==> config.mk <==
export PLATFORM = sky130hd
export DESIGN_NAME = ncpu32k_core
export DESIGN_NICKNAME = d
export VERILOG_FILES = /design/src/hdl/ncpu32k_pkg.sv /design/src/hdl/ncpu32k_issue_if.sv /design/src/hdl/ncpu32k_core.sv /design/src/hdl/ncpu32k_div_cnt.sv /design/src/hdl/ncpu32k_div_dp.sv /design/src/hdl/ncpu32k_div_fsm.sv /design/src/hdl/ncpu32k_idu.sv /design/src/hdl/ncpu32k_ieu.sv /design/src/hdl/ncpu32k_pipebuf.sv /design/src/hdl/ncpu32k_regfile.sv
export SDC_FILE = /design/constraint.sdc
export NUM_CORES = 2
export LEC_CHECK = 0
export ABC_AREA = 0
export BUFFER_PORTS_ARGS = -buffer_cell sky130_fd_sc_hd__buf_4
export CORE_AREA = 2 2 366 368
export CTS_CLUSTER_SIZE = 24
export DETAILED_ROUTE_END_ITERATION = 8
export DIE_AREA = 0 0 368 370
export GPL_ROUTABILITY_DRIVEN = 1
export PLACE_DENSITY = 0.77
export SKIP_LAST_GASP = 1
export SLEW_MARGIN = 20
export SYNTH_ARGS = -nofsm -noshare
export SYNTH_HDL_FRONTEND = slang
export SYNTH_SLANG_ARGS = --single-unit
==> constraint.sdc <==
create_clock -name clk -period 9.2 [get_ports clk]
set_input_delay 1.38 -clock clk [delete_from_list [all_inputs] [get_ports clk]]
set_output_delay 1.38 -clock clk [all_outputs]
set_load 0.01 [all_outputs]
==> src/hdl/ncpu32k_pkg.sv <==
// Shared widths, instruction field positions, opcodes and unit selects
// for the decode/execute slice. Every design module imports it.
package ncpu32k_pkg;

   localparam int ncpu_dw = 32;
   localparam int ncpu_reg_aw = 5;
   // Shift amount width, also the divider count width
   localparam int ncpu_shw = $clog2(ncpu_dw);

   typedef logic [ncpu_dw-1:0] word_t;
   typedef logic [ncpu_reg_aw-1:0] reg_addr_t;
   typedef logic [31:0] insn_t;

   // Instruction fields as low bit and width
   localparam int opc_lsb = 0;
   localparam int opc_w = 6;
   localparam int rd_lsb = 6;
   localparam int rs1_lsb = 12;
   localparam int rs2_lsb = 18;
   localparam int imm14_lsb = 18;
   localparam int imm14_w = 14;
   localparam int imm18_lsb = 12;
   localparam int imm18_w = 18;

   localparam logic [opc_w-1:0] op_and = 6'h01;
   localparam logic [opc_w-1:0] op_and_i = 6'h02;
   localparam logic [opc_w-1:0] op_or = 6'h03;
   localparam logic [opc_w-1:0] op_or_i = 6'h04;
   localparam logic [opc_w-1:0] op_xor = 6'h05;
   localparam logic [opc_w-1:0] op_xor_i = 6'h06;
   localparam logic [opc_w-1:0] op_lsl = 6'h07;
   localparam logic [opc_w-1:0] op_lsl_i = 6'h08;
   localparam logic [opc_w-1:0] op_lsr = 6'h09;
   localparam logic [opc_w-1:0] op_lsr_i = 6'h0a;
   localparam logic [opc_w-1:0] op_asr = 6'h0b;
   localparam logic [opc_w-1:0] op_asr_i = 6'h0c;
   localparam logic [opc_w-1:0] op_add = 6'h0d;
   localparam logic [opc_w-1:0] op_add_i = 6'h0e;
   localparam logic [opc_w-1:0] op_sub = 6'h0f;
   localparam logic [opc_w-1:0] op_mhi = 6'h10;
   localparam logic [opc_w-1:0] op_div = 6'h11;
   localparam logic [opc_w-1:0] op_divu = 6'h12;
   localparam logic [opc_w-1:0] op_mod = 6'h13;
   localparam logic [opc_w-1:0] op_modu = 6'h14;

   // One-hot logic unit select
   localparam int lu_opw = 6;
   localparam int lu_and = 0;
   localparam int lu_or = 1;
   localparam int lu_xor = 2;
   localparam int lu_lsl = 3;
   localparam int lu_lsr = 4;
   localparam int lu_asr = 5;
   typedef logic [lu_opw-1:0] lu_opc_t;

   // One-hot arithmetic unit select
   localparam int au_opw = 7;
   localparam int au_add = 0;
   localparam int au_sub = 1;
   localparam int au_mhi = 2;
   localparam int au_div = 3;
   localparam int au_divu = 4;
   localparam int au_mod = 5;
   localparam int au_modu = 6;
   typedef logic [au_opw-1:0] au_opc_t;

   typedef logic [ncpu_shw-1:0] div_cnt_t;
   typedef enum logic [1:0] {div_idle, div_run, div_done} div_state_e;

endpackage

==> src/hdl/ncpu32k_issue_if.sv <==
// Decoded operation from the decode unit to the execute unit.
// Transfers on an edge with valid and ready both high.
interface ncpu32k_issue_if;
   import ncpu32k_pkg::*;

   logic valid;
   logic ready;
   word_t operand_1;
   word_t operand_2;
   lu_opc_t lu_opc;
   au_opc_t au_opc;
   logic wb_regf;
   reg_addr_t wb_reg_addr;

   modport idu (
      output valid, operand_1, operand_2, lu_opc, au_opc, wb_regf, wb_reg_addr,
      input  ready
   );

   modport ieu (
      input  valid, operand_1, operand_2, lu_opc, au_opc, wb_regf, wb_reg_addr,
      output ready
   );

endinterface

==> src/hdl/ncpu32k_core.sv <==
// Decode/execute slice top level. Instruction words enter with a
// valid/ready handshake; each retirement pulses retire_o.
module ncpu32k_core (
   input  logic                   clk,
   input  logic                   arst_n_i,
   input  logic                   insn_valid_i,
   output logic                   insn_ready_o,
   input  ncpu32k_pkg::insn_t     insn_i,
   input  logic                   flush_i,
   output logic                   retire_o,
   output logic                   wb_valid_o,
   output ncpu32k_pkg::reg_addr_t wb_addr_o,
   output ncpu32k_pkg::word_t     wb_data_o
);
   import ncpu32k_pkg::*;

   logic rs1_re;
   logic rs2_re;
   reg_addr_t rs1_addr;
   reg_addr_t rs2_addr;
   word_t rs1_dout;
   word_t rs2_dout;

   ncpu32k_issue_if issue ();

   ncpu32k_idu idu (
      .clk             (clk),
      .arst_n_i        (arst_n_i),
      .idu_in_valid_i  (insn_valid_i),
      .idu_in_ready_o  (insn_ready_o),
      .idu_insn_i      (insn_i),
      .specul_flush_i  (flush_i),
      .regf_rs1_re_o   (rs1_re),
      .regf_rs1_addr_o (rs1_addr),
      .regf_rs1_dout_i (rs1_dout),
      .regf_rs2_re_o   (rs2_re),
      .regf_rs2_addr_o (rs2_addr),
      .regf_rs2_dout_i (rs2_dout),
      .issue           (issue.idu)
   );

   ncpu32k_regfile regfile (
      .clk        (clk),
      .arst_n_i   (arst_n_i),
      .rs1_re_i   (rs1_re),
      .rs1_addr_i (rs1_addr),
      .rs1_dout_o (rs1_dout),
      .rs2_re_i   (rs2_re),
      .rs2_addr_i (rs2_addr),
      .rs2_dout_o (rs2_dout),
      .we_i       (wb_valid_o),
      .waddr_i    (wb_addr_o),
      .wdata_i    (wb_data_o)
   );

   ncpu32k_ieu ieu (
      .clk          (clk),
      .arst_n_i     (arst_n_i),
      .issue        (issue.ieu),
      .regf_we_o    (wb_valid_o),
      .regf_waddr_o (wb_addr_o),
      .regf_wdata_o (wb_data_o),
      .retire_o     (retire_o)
   );

endmodule

==> src/hdl/ncpu32k_div_cnt.sv <==
// Divider iteration counter. Loaded on start, last_o flags the final
// of ncpu_dw iterations.
module ncpu32k_div_cnt (
   input  logic clk,
   input  logic arst_n_i,
   input  logic start_i,
   output logic last_o
);
   import ncpu32k_pkg::*;

   div_cnt_t cnt;
   logic running;

   always_ff @(posedge clk or negedge arst_n_i) begin
      if (!arst_n_i) begin
         cnt <= '0;
         running <= 1'b0;
      end else if (start_i) begin
         cnt <= div_cnt_t'(ncpu_dw - 1);
         running <= 1'b1;
      end else if (running) begin
         if (cnt == '0)
            running <= 1'b0;
         else
            cnt <= cnt - 1'b1;
      end
   end

   assign last_o = running & (cnt == '0);

endmodule

==> src/hdl/ncpu32k_div_dp.sv <==
// Restoring shift-subtract divider on magnitudes with sign correction.
// Results are valid once ncpu_dw iterations have passed since start_i.
module ncpu32k_div_dp (
   input  logic               clk,
   input  logic               arst_n_i,
   input  logic               start_i,
   input  logic               signed_i,
   input  ncpu32k_pkg::word_t dividend_i,
   input  ncpu32k_pkg::word_t divisor_i,
   output ncpu32k_pkg::word_t quotient_o,
   output ncpu32k_pkg::word_t remainder_o
);
   import ncpu32k_pkg::*;

   logic dvd_neg;
   logic dvs_neg;
   word_t quo_r;
   word_t rem_r;
   word_t dvs_r;
   logic [ncpu_dw:0] shifted;
   logic [ncpu_dw:0] trial;
   logic neg_q_r;
   logic neg_r_r;
   logic dvz_r;

   assign dvd_neg = signed_i & dividend_i[ncpu_dw-1];
   assign dvs_neg = signed_i & divisor_i[ncpu_dw-1];
   assign shifted = {rem_r, quo_r[ncpu_dw-1]};
   assign trial = shifted - {1'b0, dvs_r};

   // Steps every cycle; the owner reads the result in the done cycle
   always_ff @(posedge clk) begin
      if (start_i) begin
         quo_r <= dvd_neg ? -dividend_i : dividend_i;
         dvs_r <= dvs_neg ? -divisor_i : divisor_i;
         rem_r <= '0;
      end else if (!trial[ncpu_dw]) begin
         rem_r <= trial[ncpu_dw-1:0];
         quo_r <= {quo_r[ncpu_dw-2:0], 1'b1};
      end else begin
         rem_r <= shifted[ncpu_dw-1:0];
         quo_r <= {quo_r[ncpu_dw-2:0], 1'b0};
      end
   end

   always_ff @(posedge clk or negedge arst_n_i) begin
      if (!arst_n_i) begin
         neg_q_r <= 1'b0;
         neg_r_r <= 1'b0;
         dvz_r <= 1'b0;
      end else if (start_i) begin
         neg_q_r <= dvd_neg ^ dvs_neg;
         neg_r_r <= dvd_neg;
         dvz_r <= divisor_i == '0;
      end
   end

   // Zero divisor: all ones, remainder falls out as the dividend
   assign quotient_o = dvz_r ? '1 : (neg_q_r ? -quo_r : quo_r);
   assign remainder_o = neg_r_r ? -rem_r : rem_r;

endmodule

==> src/hdl/ncpu32k_div_fsm.sv <==
// Divider control. One start cycle, run until the counter's last
// iteration, then a single done cycle.
module ncpu32k_div_fsm (
   input  logic clk,
   input  logic arst_n_i,
   input  logic req_i,
   input  logic last_i,
   output logic start_o,
   output logic busy_o,
   output logic done_o
);
   import ncpu32k_pkg::*;

   div_state_e state;
   div_state_e state_nxt;

   always_comb begin
      state_nxt = state;
      case (state)
         div_idle: if (req_i) state_nxt = div_run;
         div_run:  if (last_i) state_nxt = div_done;
         div_done: state_nxt = div_idle;
         default:  state_nxt = div_idle;
      endcase
   end

   always_ff @(posedge clk or negedge arst_n_i) begin
      if (!arst_n_i) begin
         state <= div_idle;
      end else begin
         state <= state_nxt;
      end
   end

   assign start_o = (state == div_idle) & req_i;
   assign busy_o = state != div_idle;
   assign done_o = state == div_done;

endmodule

==> src/hdl/ncpu32k_idu.sv <==
// Instruction decode unit. Splits the instruction word, requests source
// registers and registers the decoded operation for the execute unit.
module ncpu32k_idu (
   input  logic                   clk,
   input  logic                   arst_n_i,
   input  logic                   idu_in_valid_i,
   output logic                   idu_in_ready_o,
   input  ncpu32k_pkg::insn_t     idu_insn_i,
   input  logic                   specul_flush_i,
   output logic                   regf_rs1_re_o,
   output ncpu32k_pkg::reg_addr_t regf_rs1_addr_o,
   input  ncpu32k_pkg::word_t     regf_rs1_dout_i,
   output logic                   regf_rs2_re_o,
   output ncpu32k_pkg::reg_addr_t regf_rs2_addr_o,
   input  ncpu32k_pkg::word_t     regf_rs2_dout_i,
   ncpu32k_issue_if.idu           issue
);
   import ncpu32k_pkg::*;

   logic [opc_w-1:0] opcode;
   logic [imm14_w-1:0] imm14;
   logic [imm18_w-1:0] imm18;
   lu_opc_t lu_opc;
   au_opc_t au_opc;
   logic insn_imm14;
   logic insn_imm18;
   logic imm14_signed;
   logic rs1_use;
   logic rs2_use;
   logic insn_known;
   logic cas;
   word_t imm_nxt;
   word_t imm_r;
   logic rs1_frm_regf_r;
   logic rs2_frm_regf_r;

   assign opcode = idu_insn_i[opc_lsb +: opc_w];
   assign imm14 = idu_insn_i[imm14_lsb +: imm14_w];
   assign imm18 = idu_insn_i[imm18_lsb +: imm18_w];

   assign lu_opc[lu_and] = opcode inside {op_and, op_and_i};
   assign lu_opc[lu_or] = opcode inside {op_or, op_or_i};
   assign lu_opc[lu_xor] = opcode inside {op_xor, op_xor_i};
   assign lu_opc[lu_lsl] = opcode inside {op_lsl, op_lsl_i};
   assign lu_opc[lu_lsr] = opcode inside {op_lsr, op_lsr_i};
   assign lu_opc[lu_asr] = opcode inside {op_asr, op_asr_i};

   assign au_opc[au_add] = opcode inside {op_add, op_add_i};
   assign au_opc[au_sub] = opcode == op_sub;
   assign au_opc[au_mhi] = opcode == op_mhi;
   assign au_opc[au_div] = opcode == op_div;
   assign au_opc[au_divu] = opcode == op_divu;
   assign au_opc[au_mod] = opcode == op_mod;
   assign au_opc[au_modu] = opcode == op_modu;

   assign insn_known = |lu_opc | |au_opc;

   // rs1 plus immediate forms
   assign insn_imm14 = opcode inside {op_and_i, op_or_i, op_xor_i, op_lsl_i, op_lsr_i,
                                      op_asr_i, op_add_i};
   assign imm14_signed = opcode inside {op_and_i, op_xor_i, op_add_i};
   // MHI has no register source
   assign insn_imm18 = au_opc[au_mhi];

   always_comb begin
      if (insn_imm18)
         imm_nxt = word_t'(imm18);
      else if (imm14_signed)
         imm_nxt = {{(ncpu_dw-imm14_w){imm14[imm14_w-1]}}, imm14};
      else
         imm_nxt = word_t'(imm14);
   end

   ncpu32k_pipebuf pipebuf (
      .clk         (clk),
      .arst_n_i    (arst_n_i),
      .in_valid_i  (idu_in_valid_i),
      .in_ready_o  (idu_in_ready_o),
      .out_valid_o (issue.valid),
      .out_ready_i (issue.ready),
      .cas_o       (cas)
   );

   // Register reads are issued on the accept edge
   assign rs1_use = ~insn_imm18;
   assign rs2_use = ~insn_imm14 & ~insn_imm18;
   assign regf_rs1_re_o = cas & rs1_use;
   assign regf_rs1_addr_o = idu_insn_i[rs1_lsb +: ncpu_reg_aw];
   assign regf_rs2_re_o = cas & rs2_use;
   assign regf_rs2_addr_o = idu_insn_i[rs2_lsb +: ncpu_reg_aw];

   always_ff @(posedge clk or negedge arst_n_i) begin
      if (!arst_n_i) begin
         issue.lu_opc <= '0;
         issue.au_opc <= '0;
         issue.wb_regf <= 1'b0;
         rs1_frm_regf_r <= 1'b0;
         rs2_frm_regf_r <= 1'b0;
      end else if (cas) begin
         issue.lu_opc <= lu_opc;
         issue.au_opc <= au_opc;
         // Flushed or unknown ops still retire, without writeback
         issue.wb_regf <= insn_known & ~specul_flush_i;
         rs1_frm_regf_r <= rs1_use;
         rs2_frm_regf_r <= rs2_use;
      end
   end

   always_ff @(posedge clk) begin
      if (cas) begin
         imm_r <= imm_nxt;
         issue.wb_reg_addr <= idu_insn_i[rd_lsb +: ncpu_reg_aw];
      end
   end

   assign issue.operand_1 = rs1_frm_regf_r ? regf_rs1_dout_i : imm_r;
   assign issue.operand_2 = rs2_frm_regf_r ? regf_rs2_dout_i : imm_r;

endmodule

==> src/hdl/ncpu32k_ieu.sv <==
// Execute unit. Logic and add/sub/MHI results retire in the cycle they
// are taken; divisions hold the operation until the divider is done.
module ncpu32k_ieu (
   input  logic                   clk,
   input  logic                   arst_n_i,
   ncpu32k_issue_if.ieu           issue,
   output logic                   regf_we_o,
   output ncpu32k_pkg::reg_addr_t regf_waddr_o,
   output ncpu32k_pkg::word_t     regf_wdata_o,
   output logic                   retire_o
);
   import ncpu32k_pkg::*;

   word_t opa;
   word_t opb;
   logic [ncpu_shw-1:0] shamt;
   logic div_sel;
   logic div_signed;
   logic div_req;
   logic div_start;
   logic div_last;
   logic div_busy;
   logic div_done;
   word_t quotient;
   word_t remainder;
   word_t result;

   assign opa = issue.operand_1;
   assign opb = issue.operand_2;
   assign shamt = opb[ncpu_shw-1:0];

   assign div_sel = issue.au_opc[au_div] | issue.au_opc[au_divu] |
                    issue.au_opc[au_mod] | issue.au_opc[au_modu];
   assign div_signed = issue.au_opc[au_div] | issue.au_opc[au_mod];
   assign div_req = issue.valid & div_sel & ~div_busy;

   always_comb begin
      if (issue.lu_opc[lu_and])
         result = opa & opb;
      else if (issue.lu_opc[lu_or])
         result = opa | opb;
      else if (issue.lu_opc[lu_xor])
         result = opa ^ opb;
      else if (issue.lu_opc[lu_lsl])
         result = opa << shamt;
      else if (issue.lu_opc[lu_lsr])
         result = opa >> shamt;
      else if (issue.lu_opc[lu_asr])
         result = word_t'($signed(opa) >>> shamt);
      else if (issue.au_opc[au_add])
         result = opa + opb;
      else if (issue.au_opc[au_sub])
         result = opa - opb;
      else if (issue.au_opc[au_mhi])
         result = opb << imm14_w;
      else if (issue.au_opc[au_div] | issue.au_opc[au_divu])
         result = quotient;
      else if (issue.au_opc[au_mod] | issue.au_opc[au_modu])
         result = remainder;
      else
         result = '0;
   end

   ncpu32k_div_fsm div_fsm (
      .clk      (clk),
      .arst_n_i (arst_n_i),
      .req_i    (div_req),
      .last_i   (div_last),
      .start_o  (div_start),
      .busy_o   (div_busy),
      .done_o   (div_done)
   );

   ncpu32k_div_cnt div_cnt (
      .clk      (clk),
      .arst_n_i (arst_n_i),
      .start_i  (div_start),
      .last_o   (div_last)
   );

   ncpu32k_div_dp div_dp (
      .clk         (clk),
      .arst_n_i    (arst_n_i),
      .start_i     (div_start),
      .signed_i    (div_signed),
      .dividend_i  (opa),
      .divisor_i   (opb),
      .quotient_o  (quotient),
      .remainder_o (remainder)
   );

   // A division leaves the buffer only in the divider's done cycle
   assign issue.ready = ~div_sel | div_done;
   assign retire_o = issue.valid & issue.ready;
   assign regf_we_o = retire_o & issue.wb_regf;
   assign regf_waddr_o = issue.wb_reg_addr;
   assign regf_wdata_o = result;

endmodule

==> src/hdl/ncpu32k_pipebuf.sv <==
// One-entry valid/ready pipeline stage. cas_o marks the edge on which
// the owner should capture new payload.
module ncpu32k_pipebuf (
   input  logic clk,
   input  logic arst_n_i,
   input  logic in_valid_i,
   output logic in_ready_o,
   output logic out_valid_o,
   input  logic out_ready_i,
   output logic cas_o
);

   logic full_r;

   // Room when empty or when the held entry leaves on this edge
   assign in_ready_o = ~full_r | out_ready_i;
   assign cas_o = in_valid_i & in_ready_o;
   assign out_valid_o = full_r;

   always_ff @(posedge clk or negedge arst_n_i) begin
      if (!arst_n_i) begin
         full_r <= 1'b0;
      end else if (cas_o) begin
         full_r <= 1'b1;
      end else if (out_ready_i) begin
         full_r <= 1'b0;
      end
   end

endmodule

==> src/hdl/ncpu32k_regfile.sv <==
// 32 x 32 register file, two registered read ports and one write port.
// Register 0 reads as zero; a same-edge write is forwarded to the read.
module ncpu32k_regfile (
   input  logic                   clk,
   input  logic                   arst_n_i,
   input  logic                   rs1_re_i,
   input  ncpu32k_pkg::reg_addr_t rs1_addr_i,
   output ncpu32k_pkg::word_t     rs1_dout_o,
   input  logic                   rs2_re_i,
   input  ncpu32k_pkg::reg_addr_t rs2_addr_i,
   output ncpu32k_pkg::word_t     rs2_dout_o,
   input  logic                   we_i,
   input  ncpu32k_pkg::reg_addr_t waddr_i,
   input  ncpu32k_pkg::word_t     wdata_i
);
   import ncpu32k_pkg::*;

   word_t regs [2**ncpu_reg_aw];

   // Value a read of addr captures on this edge
   function automatic word_t rd_val(reg_addr_t addr);
      if (addr == '0)
         return '0;
      if (we_i && waddr_i == addr)
         return wdata_i;
      return regs[addr];
   endfunction

   always_ff @(posedge clk) begin
      if (we_i && waddr_i != '0) begin
         regs[waddr_i] <= wdata_i;
      end
   end

   // Outputs hold until the next enabled read
   always_ff @(posedge clk or negedge arst_n_i) begin
      if (!arst_n_i) begin
         rs1_dout_o <= '0;
         rs2_dout_o <= '0;
      end else begin
         if (rs1_re_i)
            rs1_dout_o <= rd_val(rs1_addr_i);
         if (rs2_re_i)
            rs2_dout_o <= rd_val(rs2_addr_i);
      end
   end

endmodule

# [After elaboration in Yosys (flattened, before gate mapping)]
# Memory sizes are Yosys's and may differ from the RTL's.
# Cells that the tools add are included.
[totals] ramBits=1024 elab_cells=171 mem_count=1 inputBits=36 out_inout_bits=40 reg_bits=212
[mem_list] memory="regfile.regs" depth=32 width=32 rd=2 rd_clocked_by_memory_dff=0 write_ports=1 line="ncpu32k_regfile.sv:18" rtl="word_t regs [2**ncpu_reg_aw];"
[op_classes] n_reduce_logical=26 add_sub_neg=8 shifts=3 n_eq_ne=27 muxes=54 bitwise_logic=32
[ops] cell="$mux W32" n=28
[ops] cell="$neg A32 Y32" n=4
[ops] cell="$eq A6 B4 Y1 const B" n=8
[ops] cell="$mux W18" n=2
[ops] cell="$sub A33 B32 Y33" n=1
[ops] cell="$add A32 B32 Y32" n=1
[ops] cell="$and A32 B32 Y32" n=1
[ops] cell="$logic_not A32 Y1" n=1
[ops] cell="$or A32 B32 Y32" n=1
[ops] cell="$shl A32 B5 Y32" n=1
[ops] cell="$shr A32 B5 Y32" n=1
[ops] cell="$sshr A32 B5 Y32" n=1
[ops] cell="$sub A32 B32 Y32" n=1
[ops] cell="$xor A32 B32 Y32" n=1
[ops] cell="$eq A6 B5 Y1 const B" n=5
[ops] cell="$eq A6 B3 Y1 const B" n=4
[ops] cell="$reduce_bool A2 Y1" n=10
[ops] cell="$mux W1" n=18
[ops] cell="$logic_not A5 Y1" n=3
[ops] cell="$mux W5" n=3
[ops] cell="$and A1 B1 Y1" n=13
[ops] cell="$eq A6 B2 Y1 const B" n=2
[ops] cell="$eq A5 B5 Y1" n=2
[ops] cell="$or A1 B1 Y1" n=8
[ops] cell="other kinds (18)" n=30

# [Depth between registers and ports, before layout]
[depth] depth_word=16 mapped_depth=19 depth_no_buf=14

# [Hierarchy]
# A second synthesis with hierarchy kept.
[unflattened] hier_cells=5512 hier_area_um2=71426.0
[modules_own_cells] mod="ncpu32k_regfile" n_inst=1 cells_each=2735 area_each_um2=50295.7 seq_area_each_um2=32351.0
[modules_own_cells] mod="ncpu32k_ieu" n_inst=1 cells_each=1549 area_each_um2=10436.3 seq_area_each_um2=0.0
[modules_own_cells] mod="ncpu32k_div_dp" n_inst=1 cells_each=936 area_each_um2=7698.6 seq_area_each_um2=2317.2
[modules_own_cells] mod="ncpu32k_idu" n_inst=1 cells_each=250 area_each_um2=2544.9 seq_area_each_um2=1121.1
[modules_own_cells] mod="ncpu32k_div_cnt" n_inst=1 cells_each=28 area_each_um2=294.0 seq_area_each_um2=150.1
[modules_own_cells] mod="ncpu32k_div_fsm" n_inst=1 cells_each=10 area_each_um2=102.6 seq_area_each_um2=50.0
[modules_own_cells] mod="ncpu32k_pipebuf" n_inst=1 cells_each=4 area_each_um2=53.8 seq_area_each_um2=25.0

# [Worst setup path before layout]
# OpenSTA, ideal clock, no wires.
[synth_timing] path_type="flip-flop to output port" start="reg idu.rs2_frm_regf_r" end="out wb_data_o[15]" setup_slack_ps=1975 n_path_buf=5 stages_incl_launch_ff=15 required_ps=7820 t_arrival_ps=5845 path_cell_list="dfrtp_1 buf_2 mux2i_1 buf_2 buf_2 buf_1 ha_1 buf_2 or4_1 a21boi_0 o31ai_1 and2_1 o221ai_1 a221oi_1 nor4_1"
[synth_via] elab_chain_cells=10 word_cells_on_any_way=18 classes_between="2 x add/sub; 3 x shift; 10 x mux; 3 x bitwise"
[synth_rtl] item="start, declared" line="ncpu32k_idu.sv:35" rtl="logic rs2_frm_regf_r;"
[synth_rtl] item="start signal, assigned" line="ncpu32k_idu.sv:105" rtl="rs2_frm_regf_r <= rs2_use;"
[synth_rtl] item="$mux W32 (*)" line="ncpu32k_idu.sv:117" rtl="assign issue.operand_2 = rs2_frm_regf_r ? regf_rs2_dout_i : imm_r;"
[synth_rtl] item="$sub A32 B32 Y32 or $mux W32 (tied branches)" line="ncpu32k_ieu.sv:53, ncpu32k_ieu.sv:54"
[synth_rtl] item="$mux W32" line="ncpu32k_ieu.sv:52" rtl="else if (issue.au_opc[au_sub])"
[synth_rtl] item="$mux W32" line="ncpu32k_ieu.sv:50" rtl="else if (issue.au_opc[au_add])"
[synth_rtl] item="$mux W32" line="ncpu32k_ieu.sv:48" rtl="else if (issue.lu_opc[lu_asr])"
[synth_rtl] item="$mux W32" line="ncpu32k_ieu.sv:46" rtl="else if (issue.lu_opc[lu_lsr])"
[synth_rtl] item="$mux W32" line="ncpu32k_ieu.sv:44" rtl="else if (issue.lu_opc[lu_lsl])"
[synth_rtl] item="$mux W32" line="ncpu32k_ieu.sv:42" rtl="else if (issue.lu_opc[lu_xor])"
[synth_rtl] item="$mux W32" line="ncpu32k_ieu.sv:40" rtl="else if (issue.lu_opc[lu_or])"
[synth_rtl] item="$mux W32 (*)" line="ncpu32k_ieu.sv:38" rtl="if (issue.lu_opc[lu_and])"
[synth_rtl] item="end, declared" line="ncpu32k_core.sv:13" rtl="output ncpu32k_pkg::word_t wb_data_o"
# Mark *: on every way between the ends. The rest lies on a longest branch, timed or not.

# [Worst setup path in the final report]
[layout_timing] start="reg idu.rs1_frm_regf_r" end="out wb_data_o[28]"
[layout_via] elab_chain_cells=10 word_cells_on_any_way=17 classes_between="2 x add/sub; 3 x shift; 9 x mux; 3 x bitwise"
[layout_rtl] item="start, declared" line="ncpu32k_idu.sv:34" rtl="logic rs1_frm_regf_r;"
[layout_rtl] item="start signal, assigned" line="ncpu32k_idu.sv:104" rtl="rs1_frm_regf_r <= rs1_use;"
[layout_rtl] item="$mux W32 (*)" line="ncpu32k_idu.sv:116" rtl="assign issue.operand_1 = rs1_frm_regf_r ? regf_rs1_dout_i : imm_r;"
[layout_rtl] item="$sub A32 B32 Y32" line="ncpu32k_ieu.sv:53" rtl="result = opa - opb;"
[layout_rtl] item="$mux W32" line="ncpu32k_ieu.sv:52"
[layout_rtl] item="$mux W32" line="ncpu32k_ieu.sv:50"
[layout_rtl] item="$mux W32" line="ncpu32k_ieu.sv:48"
[layout_rtl] item="$mux W32" line="ncpu32k_ieu.sv:46"
[layout_rtl] item="$mux W32" line="ncpu32k_ieu.sv:44"
[layout_rtl] item="$mux W32" line="ncpu32k_ieu.sv:42"
[layout_rtl] item="$mux W32" line="ncpu32k_ieu.sv:40"
[layout_rtl] item="$mux W32 (*)" line="ncpu32k_ieu.sv:38"
# Marks and branches as above.

==> qor.txt <==
SETUP PATH
--------------------------------------------------------------------------------
Arrival time worst endpoint .......................................      7.42 ns
Startpoint Class ..................................................    flip-flop
Type of the worst setup path ...................................... flip-flop to primary output
Setup crit end kind ............................................... primary output
Critical path fanouts, max ........................................           28
Critical Path RT ..................................................      7.82 ns

PLACE
--------------------------------------------------------------------------------
Placed cell count .................................................         6742
Sum of net half-perimeters after detailed placement ............... 176000 microns
Placer congestion estimate ........................................         1.05
Buffers added on ports ............................................           74
Placed cell areas .................................................  74000 sq um

RUN STATUS
--------------------------------------------------------------------------------
Result of the run ................................................. complete, no violations

FLOORPLAN
--------------------------------------------------------------------------------
Starting Density ..................................................        53.4%
Die Height ........................................................  370 microns
DIE WIDTH .........................................................  368 microns
Area of the die ................................................... 136000 sq um
I/O pin count .....................................................           76
Number of cell rows ...............................................          134
Core footprint .................................................... 132000 sq um

STA
--------------------------------------------------------------------------------
Sum of negative setup slack .......................................         0 ns
Post-layout min period ............................................      8.80 ns
Fmax ..............................................................    0.114 GHz
Final worst clock skew ............................................    0.0609 ns
Worst Hold Slack ..................................................     0.458 ns
Final Max Tran Viols ..............................................            0
Number of failing setup endpoints in the final timing report ......            0
Unrepaired setup endpoints after global routing ...................        false
Final hold violation count ........................................            0
Worst slew pin tran ...............................................      1.25 ns
Relative slew margins .............................................        15.9%
Final critical-path share of the clock period .....................        95.6%

ROUTING
--------------------------------------------------------------------------------
Detailed Route Iter0 Violations ...................................         8326
Average routed wire per standard cell ............................. 39.5 microns
DR pass1 iterations ...............................................            6
Remaining DRCs ....................................................            0
Final wirelength .................................................. 277000 microns
Vias ..............................................................        52500
Via count normalized by instance count ............................         7.50
Count of nets left with antenna violations after detail routing ...            0

LAYOUT
--------------------------------------------------------------------------------
Layout overhead on the synthesized area ...........................        11.1%
Number of nets in the layout ......................................         5291
Fin area ..........................................................  78600 sq um
Fin cells .........................................................         6997
Share of post-route cells with drive strength above 1 .............        24.5%

SYNTH
--------------------------------------------------------------------------------
Syn. warnings .....................................................            0
Async SR Flop Fraction ............................................        7.44%
Count of state elements after synthesis ...........................         1236
Area of the mapped netlist ........................................  70800 sq um
Top_reg_cell synth ................................................ sky130_fd_sc_hd__edfxtp_1
Number of enable flip-flop cells after synthesis ..................         1080
Cell count after synthesis ........................................         5053
Post-synth cell types .............................................          102
Mean instance size in the synthesized netlist .....................   14.0 sq um
Portion of the post-synthesis area used by sequential elements ....        50.9%

PWR
--------------------------------------------------------------------------------
Total leakage power ...............................................    0.0276 uW
Worst IR Drop VDD .................................................   0.000202 V
Power density over cell area ......................................  230 nW/um^2
Power after layout ................................................     18100 uW

CLOCKING
--------------------------------------------------------------------------------
Clock Sink Count ..................................................         1236
CTS clock-pin slew for the worst setup and hold paths .............      0.06 ns
Cells resized by post-CTS repair ..................................            0
Clock latency on the worst-skew pair ..............................      0.78 ns
CTS tree ..........................................................          yes
Clk root buf ...................................................... sky130_fd_sc_hd__clkbuf_16
Number of H-tree levels ...........................................            4
Post-CTS setup buffers ............................................            0
Total CTS buffers .................................................          133
Buffers from clock root to sink, at most ..........................            3
Number of hold buffers added after CTS ............................            0

GRT
--------------------------------------------------------------------------------
Vias in the first global route ....................................        52500
GRT Util Overall ..................................................        40.4%
Total gr overflow .................................................            0
Number of antenna violations at the first check in global routing .            8
Largest net degree at the start of global routing .................          140
Wire length of the first global-routing pass ...................... 391000 microns

MIN PATH
--------------------------------------------------------------------------------
Class of the tightest hold or removal check ....................... flip-flop to flip-flop

JOB
--------------------------------------------------------------------------------
Number of maximum-capacitance violations ..........................            0

registers in the layout (all words and copies together) (netlist names):
| register | flops |
|---|---|
| ieu.div_dp.dvs_r | 32 |
| ieu.div_dp.neg_q_r | 1 |
| regfile.regs | 1024 |
| idu.issue.wb_regf | 1 |
| regfile.rs2_dout_o | 32 |
| idu.imm_r | 19 |
| ieu.div_dp.dvz_r | 1 |
| regfile.rs1_dout_o | 32 |
| ieu.div_cnt.cnt | 5 |
| ieu.div_dp.quo_r | 32 |
| ieu.div_dp.neg_r_r | 1 |
| ieu.div_fsm.state | 2 |
| idu.pipebuf.out_valid_o | 1 |
| ieu.div_dp.rem_r | 32 |
| idu.issue.wb_reg_addr | 5 |
| ieu.div_cnt.running | 1 |
| idu.issue.lu_opc | 6 |
| idu.issue.au_opc | 7 |
| idu.rs2_frm_regf_r | 1 |
| idu.rs1_frm_regf_r | 1 |
cell usage in the layout (no fill, tap or decap), types with 55 or more instances in the layout:
master | Yosys | routed
sky130_fd_sc_hd__nand2_1 | 347 | 346
sky130_fd_sc_hd__dfrtp_1 | 92 | 89
sky130_fd_sc_hd__o21ai_0 | 217 | 215
sky130_fd_sc_hd__xnor2_1 | 130 | 129
sky130_fd_sc_hd__nor2_1 | 318 | 288
sky130_fd_sc_hd__nand3_1 | 56 | 55
sky130_fd_sc_hd__edfxtp_1 | 1080 | 1080
sky130_fd_sc_hd__nor3_1 | 66 | 65
sky130_fd_sc_hd__clkbuf_16 | 0 | 136
sky130_fd_sc_hd__mux2i_1 | 256 | 251
sky130_fd_sc_hd__buf_4 | 6 | 252
sky130_fd_sc_hd__inv_1 | 160 | 156
sky130_fd_sc_hd__dfxtp_1 | 64 | 64
sky130_fd_sc_hd__mux4_2 | 648 | 648
sky130_fd_sc_hd__ha_1 | 142 | 142
sky130_fd_sc_hd__a21oi_1 | 190 | 189
cell families after synthesis:
group	share of synthesized area, %
flops	50.9
simple gates	6.67
compound gates	9.75
mux	24.7
buf+inv	3.19
xor+xnor	2.18
fa+ha+maj	2.59
other cells	0.00530
worst paths after layout:
kind,from,end,slack [ns],cells past startpoint
worst max-delay path,idu.rs1_frm_regf_r,wb_data_o[28],0.40,13
worst max register to register,idu.rs1_frm_regf_r,regfile.rs2_dout_o[28],2.20,14
max in group asynchronous,arst_n_i,idu.rs1_frm_regf_r,7.11,2
min in group asynchronous,arst_n_i,idu.issue.au_opc[3],0.61,1
worst min register to register,ieu.div_fsm.state[1],ieu.div_fsm.state[1],0.46,1
worst min-delay path,ieu.div_fsm.state[1],ieu.div_fsm.state[1],0.46,1
per-layer routing:
layer | global-route usage (%) | wire length [microns] | share of wire [%] | vias up
met2 | 63.6 | 128000 | 46 | 4489
met3 | 11.9 | 33800 | 12 | 1172
met5 | 0 | 43 | 0.016 | -
met1 | 48.5 | 92100 | 33 | 26400
met4 | 27.1 | 22200 | 8.0 | 6
li1 | - | - | - | 20400
final cells by class:
class | instances | area [sq um]
Fill cell | 9858 | 53800
Sequential cell | 1236 | 36000
Clock inverter | 86 | 1050
Antenna cell | 7 | 17.5
Tap cell | 1768 | 2210
Multi-Input combinational cell | 3306 | 33100
Timing Repair Buffer | 264 | 2090
Clock buffer | 161 | 3560
Inverter | 169 | 634
power breakdown:
part	leakage (uW)	internal, uW	switching [uW]	total, uW
Combinational	0.0138	1890	3400	5290
Sequential	0.0116	6710	416	7130
Clock	0.00224	3260	2410	5660
Total	0.0276	11900	6220	18100
critical path: stages, from the launching register on:
cell                       delay (ns)
sky130_fd_sc_hd__dfrtp_2         0.82
sky130_fd_sc_hd__buf_4           0.52
sky130_fd_sc_hd__mux2i_1         0.95
sky130_fd_sc_hd__ha_1            0.57
sky130_fd_sc_hd__nor2_1          0.25
sky130_fd_sc_hd__nand2_1         0.13
sky130_fd_sc_hd__nor2_1          0.46
sky130_fd_sc_hd__o211ai_1        0.55
sky130_fd_sc_hd__nor2_1          0.27
sky130_fd_sc_hd__o41ai_1         0.10
sky130_fd_sc_hd__nor3b_1         0.55
sky130_fd_sc_hd__a211oi_1        0.16
sky130_fd_sc_hd__o21ai_2         0.97
sky130_fd_sc_hd__buf_4           0.27
stage by stage:
stage               util [%]  worst slack, ns
finish                  59.4            0.402
global route            59.4            0.506
CTS                     59.3            0.732
detailed placement      55.9             1.54
global placement        55.9             1.63
floorplan                  -             1.98
synthesized netlist by cell type (19+ instances only):
master / number / area [sq um]
sky130_fd_sc_hd__edfxtp_1: 1080 / 32400
sky130_fd_sc_hd__inv_1: 160 / 601
sky130_fd_sc_hd__or3_1: 28 / 175
sky130_fd_sc_hd__xor2_1: 46 / 403
sky130_fd_sc_hd__a21o_1: 39 / 293
sky130_fd_sc_hd__xnor2_1: 130 / 1140
sky130_fd_sc_hd__a21oi_1: 190 / 951
sky130_fd_sc_hd__o21ai_0: 217 / 1090
sky130_fd_sc_hd__o41ai_1: 34 / 298
sky130_fd_sc_hd__dfrtp_1: 92 / 2300
sky130_fd_sc_hd__mux2i_1: 256 / 2560
sky130_fd_sc_hd__or4_1: 19 / 143
sky130_fd_sc_hd__a31oi_1: 42 / 263
sky130_fd_sc_hd__nor2_1: 318 / 1190
sky130_fd_sc_hd__nor4_1: 20 / 125
sky130_fd_sc_hd__o22ai_1: 28 / 175
sky130_fd_sc_hd__clkbuf_1: 235 / 882
sky130_fd_sc_hd__nor3_1: 66 / 330
sky130_fd_sc_hd__mux4_2: 648 / 14600
sky130_fd_sc_hd__ha_1: 142 / 1780
sky130_fd_sc_hd__a221o_1: 50 / 500
sky130_fd_sc_hd__a221oi_1: 33 / 289
sky130_fd_sc_hd__mux2_2: 24 / 270
sky130_fd_sc_hd__buf_1: 77 / 289
sky130_fd_sc_hd__nand2b_1: 33 / 206
sky130_fd_sc_hd__o221ai_1: 29 / 254
sky130_fd_sc_hd__dfxtp_1: 64 / 1280
sky130_fd_sc_hd__nor2b_1: 26 / 163
sky130_fd_sc_hd__or2_2: 21 / 131
sky130_fd_sc_hd__o31ai_1: 43 / 323
sky130_fd_sc_hd__nand2_1: 347 / 1300
sky130_fd_sc_hd__a211oi_1: 51 / 383
sky130_fd_sc_hd__o211ai_1: 43 / 323
sky130_fd_sc_hd__nand3_1: 56 / 280
sky130_fd_sc_hd__buf_2: 38 / 190
Power figures use the tool's default switching activity.
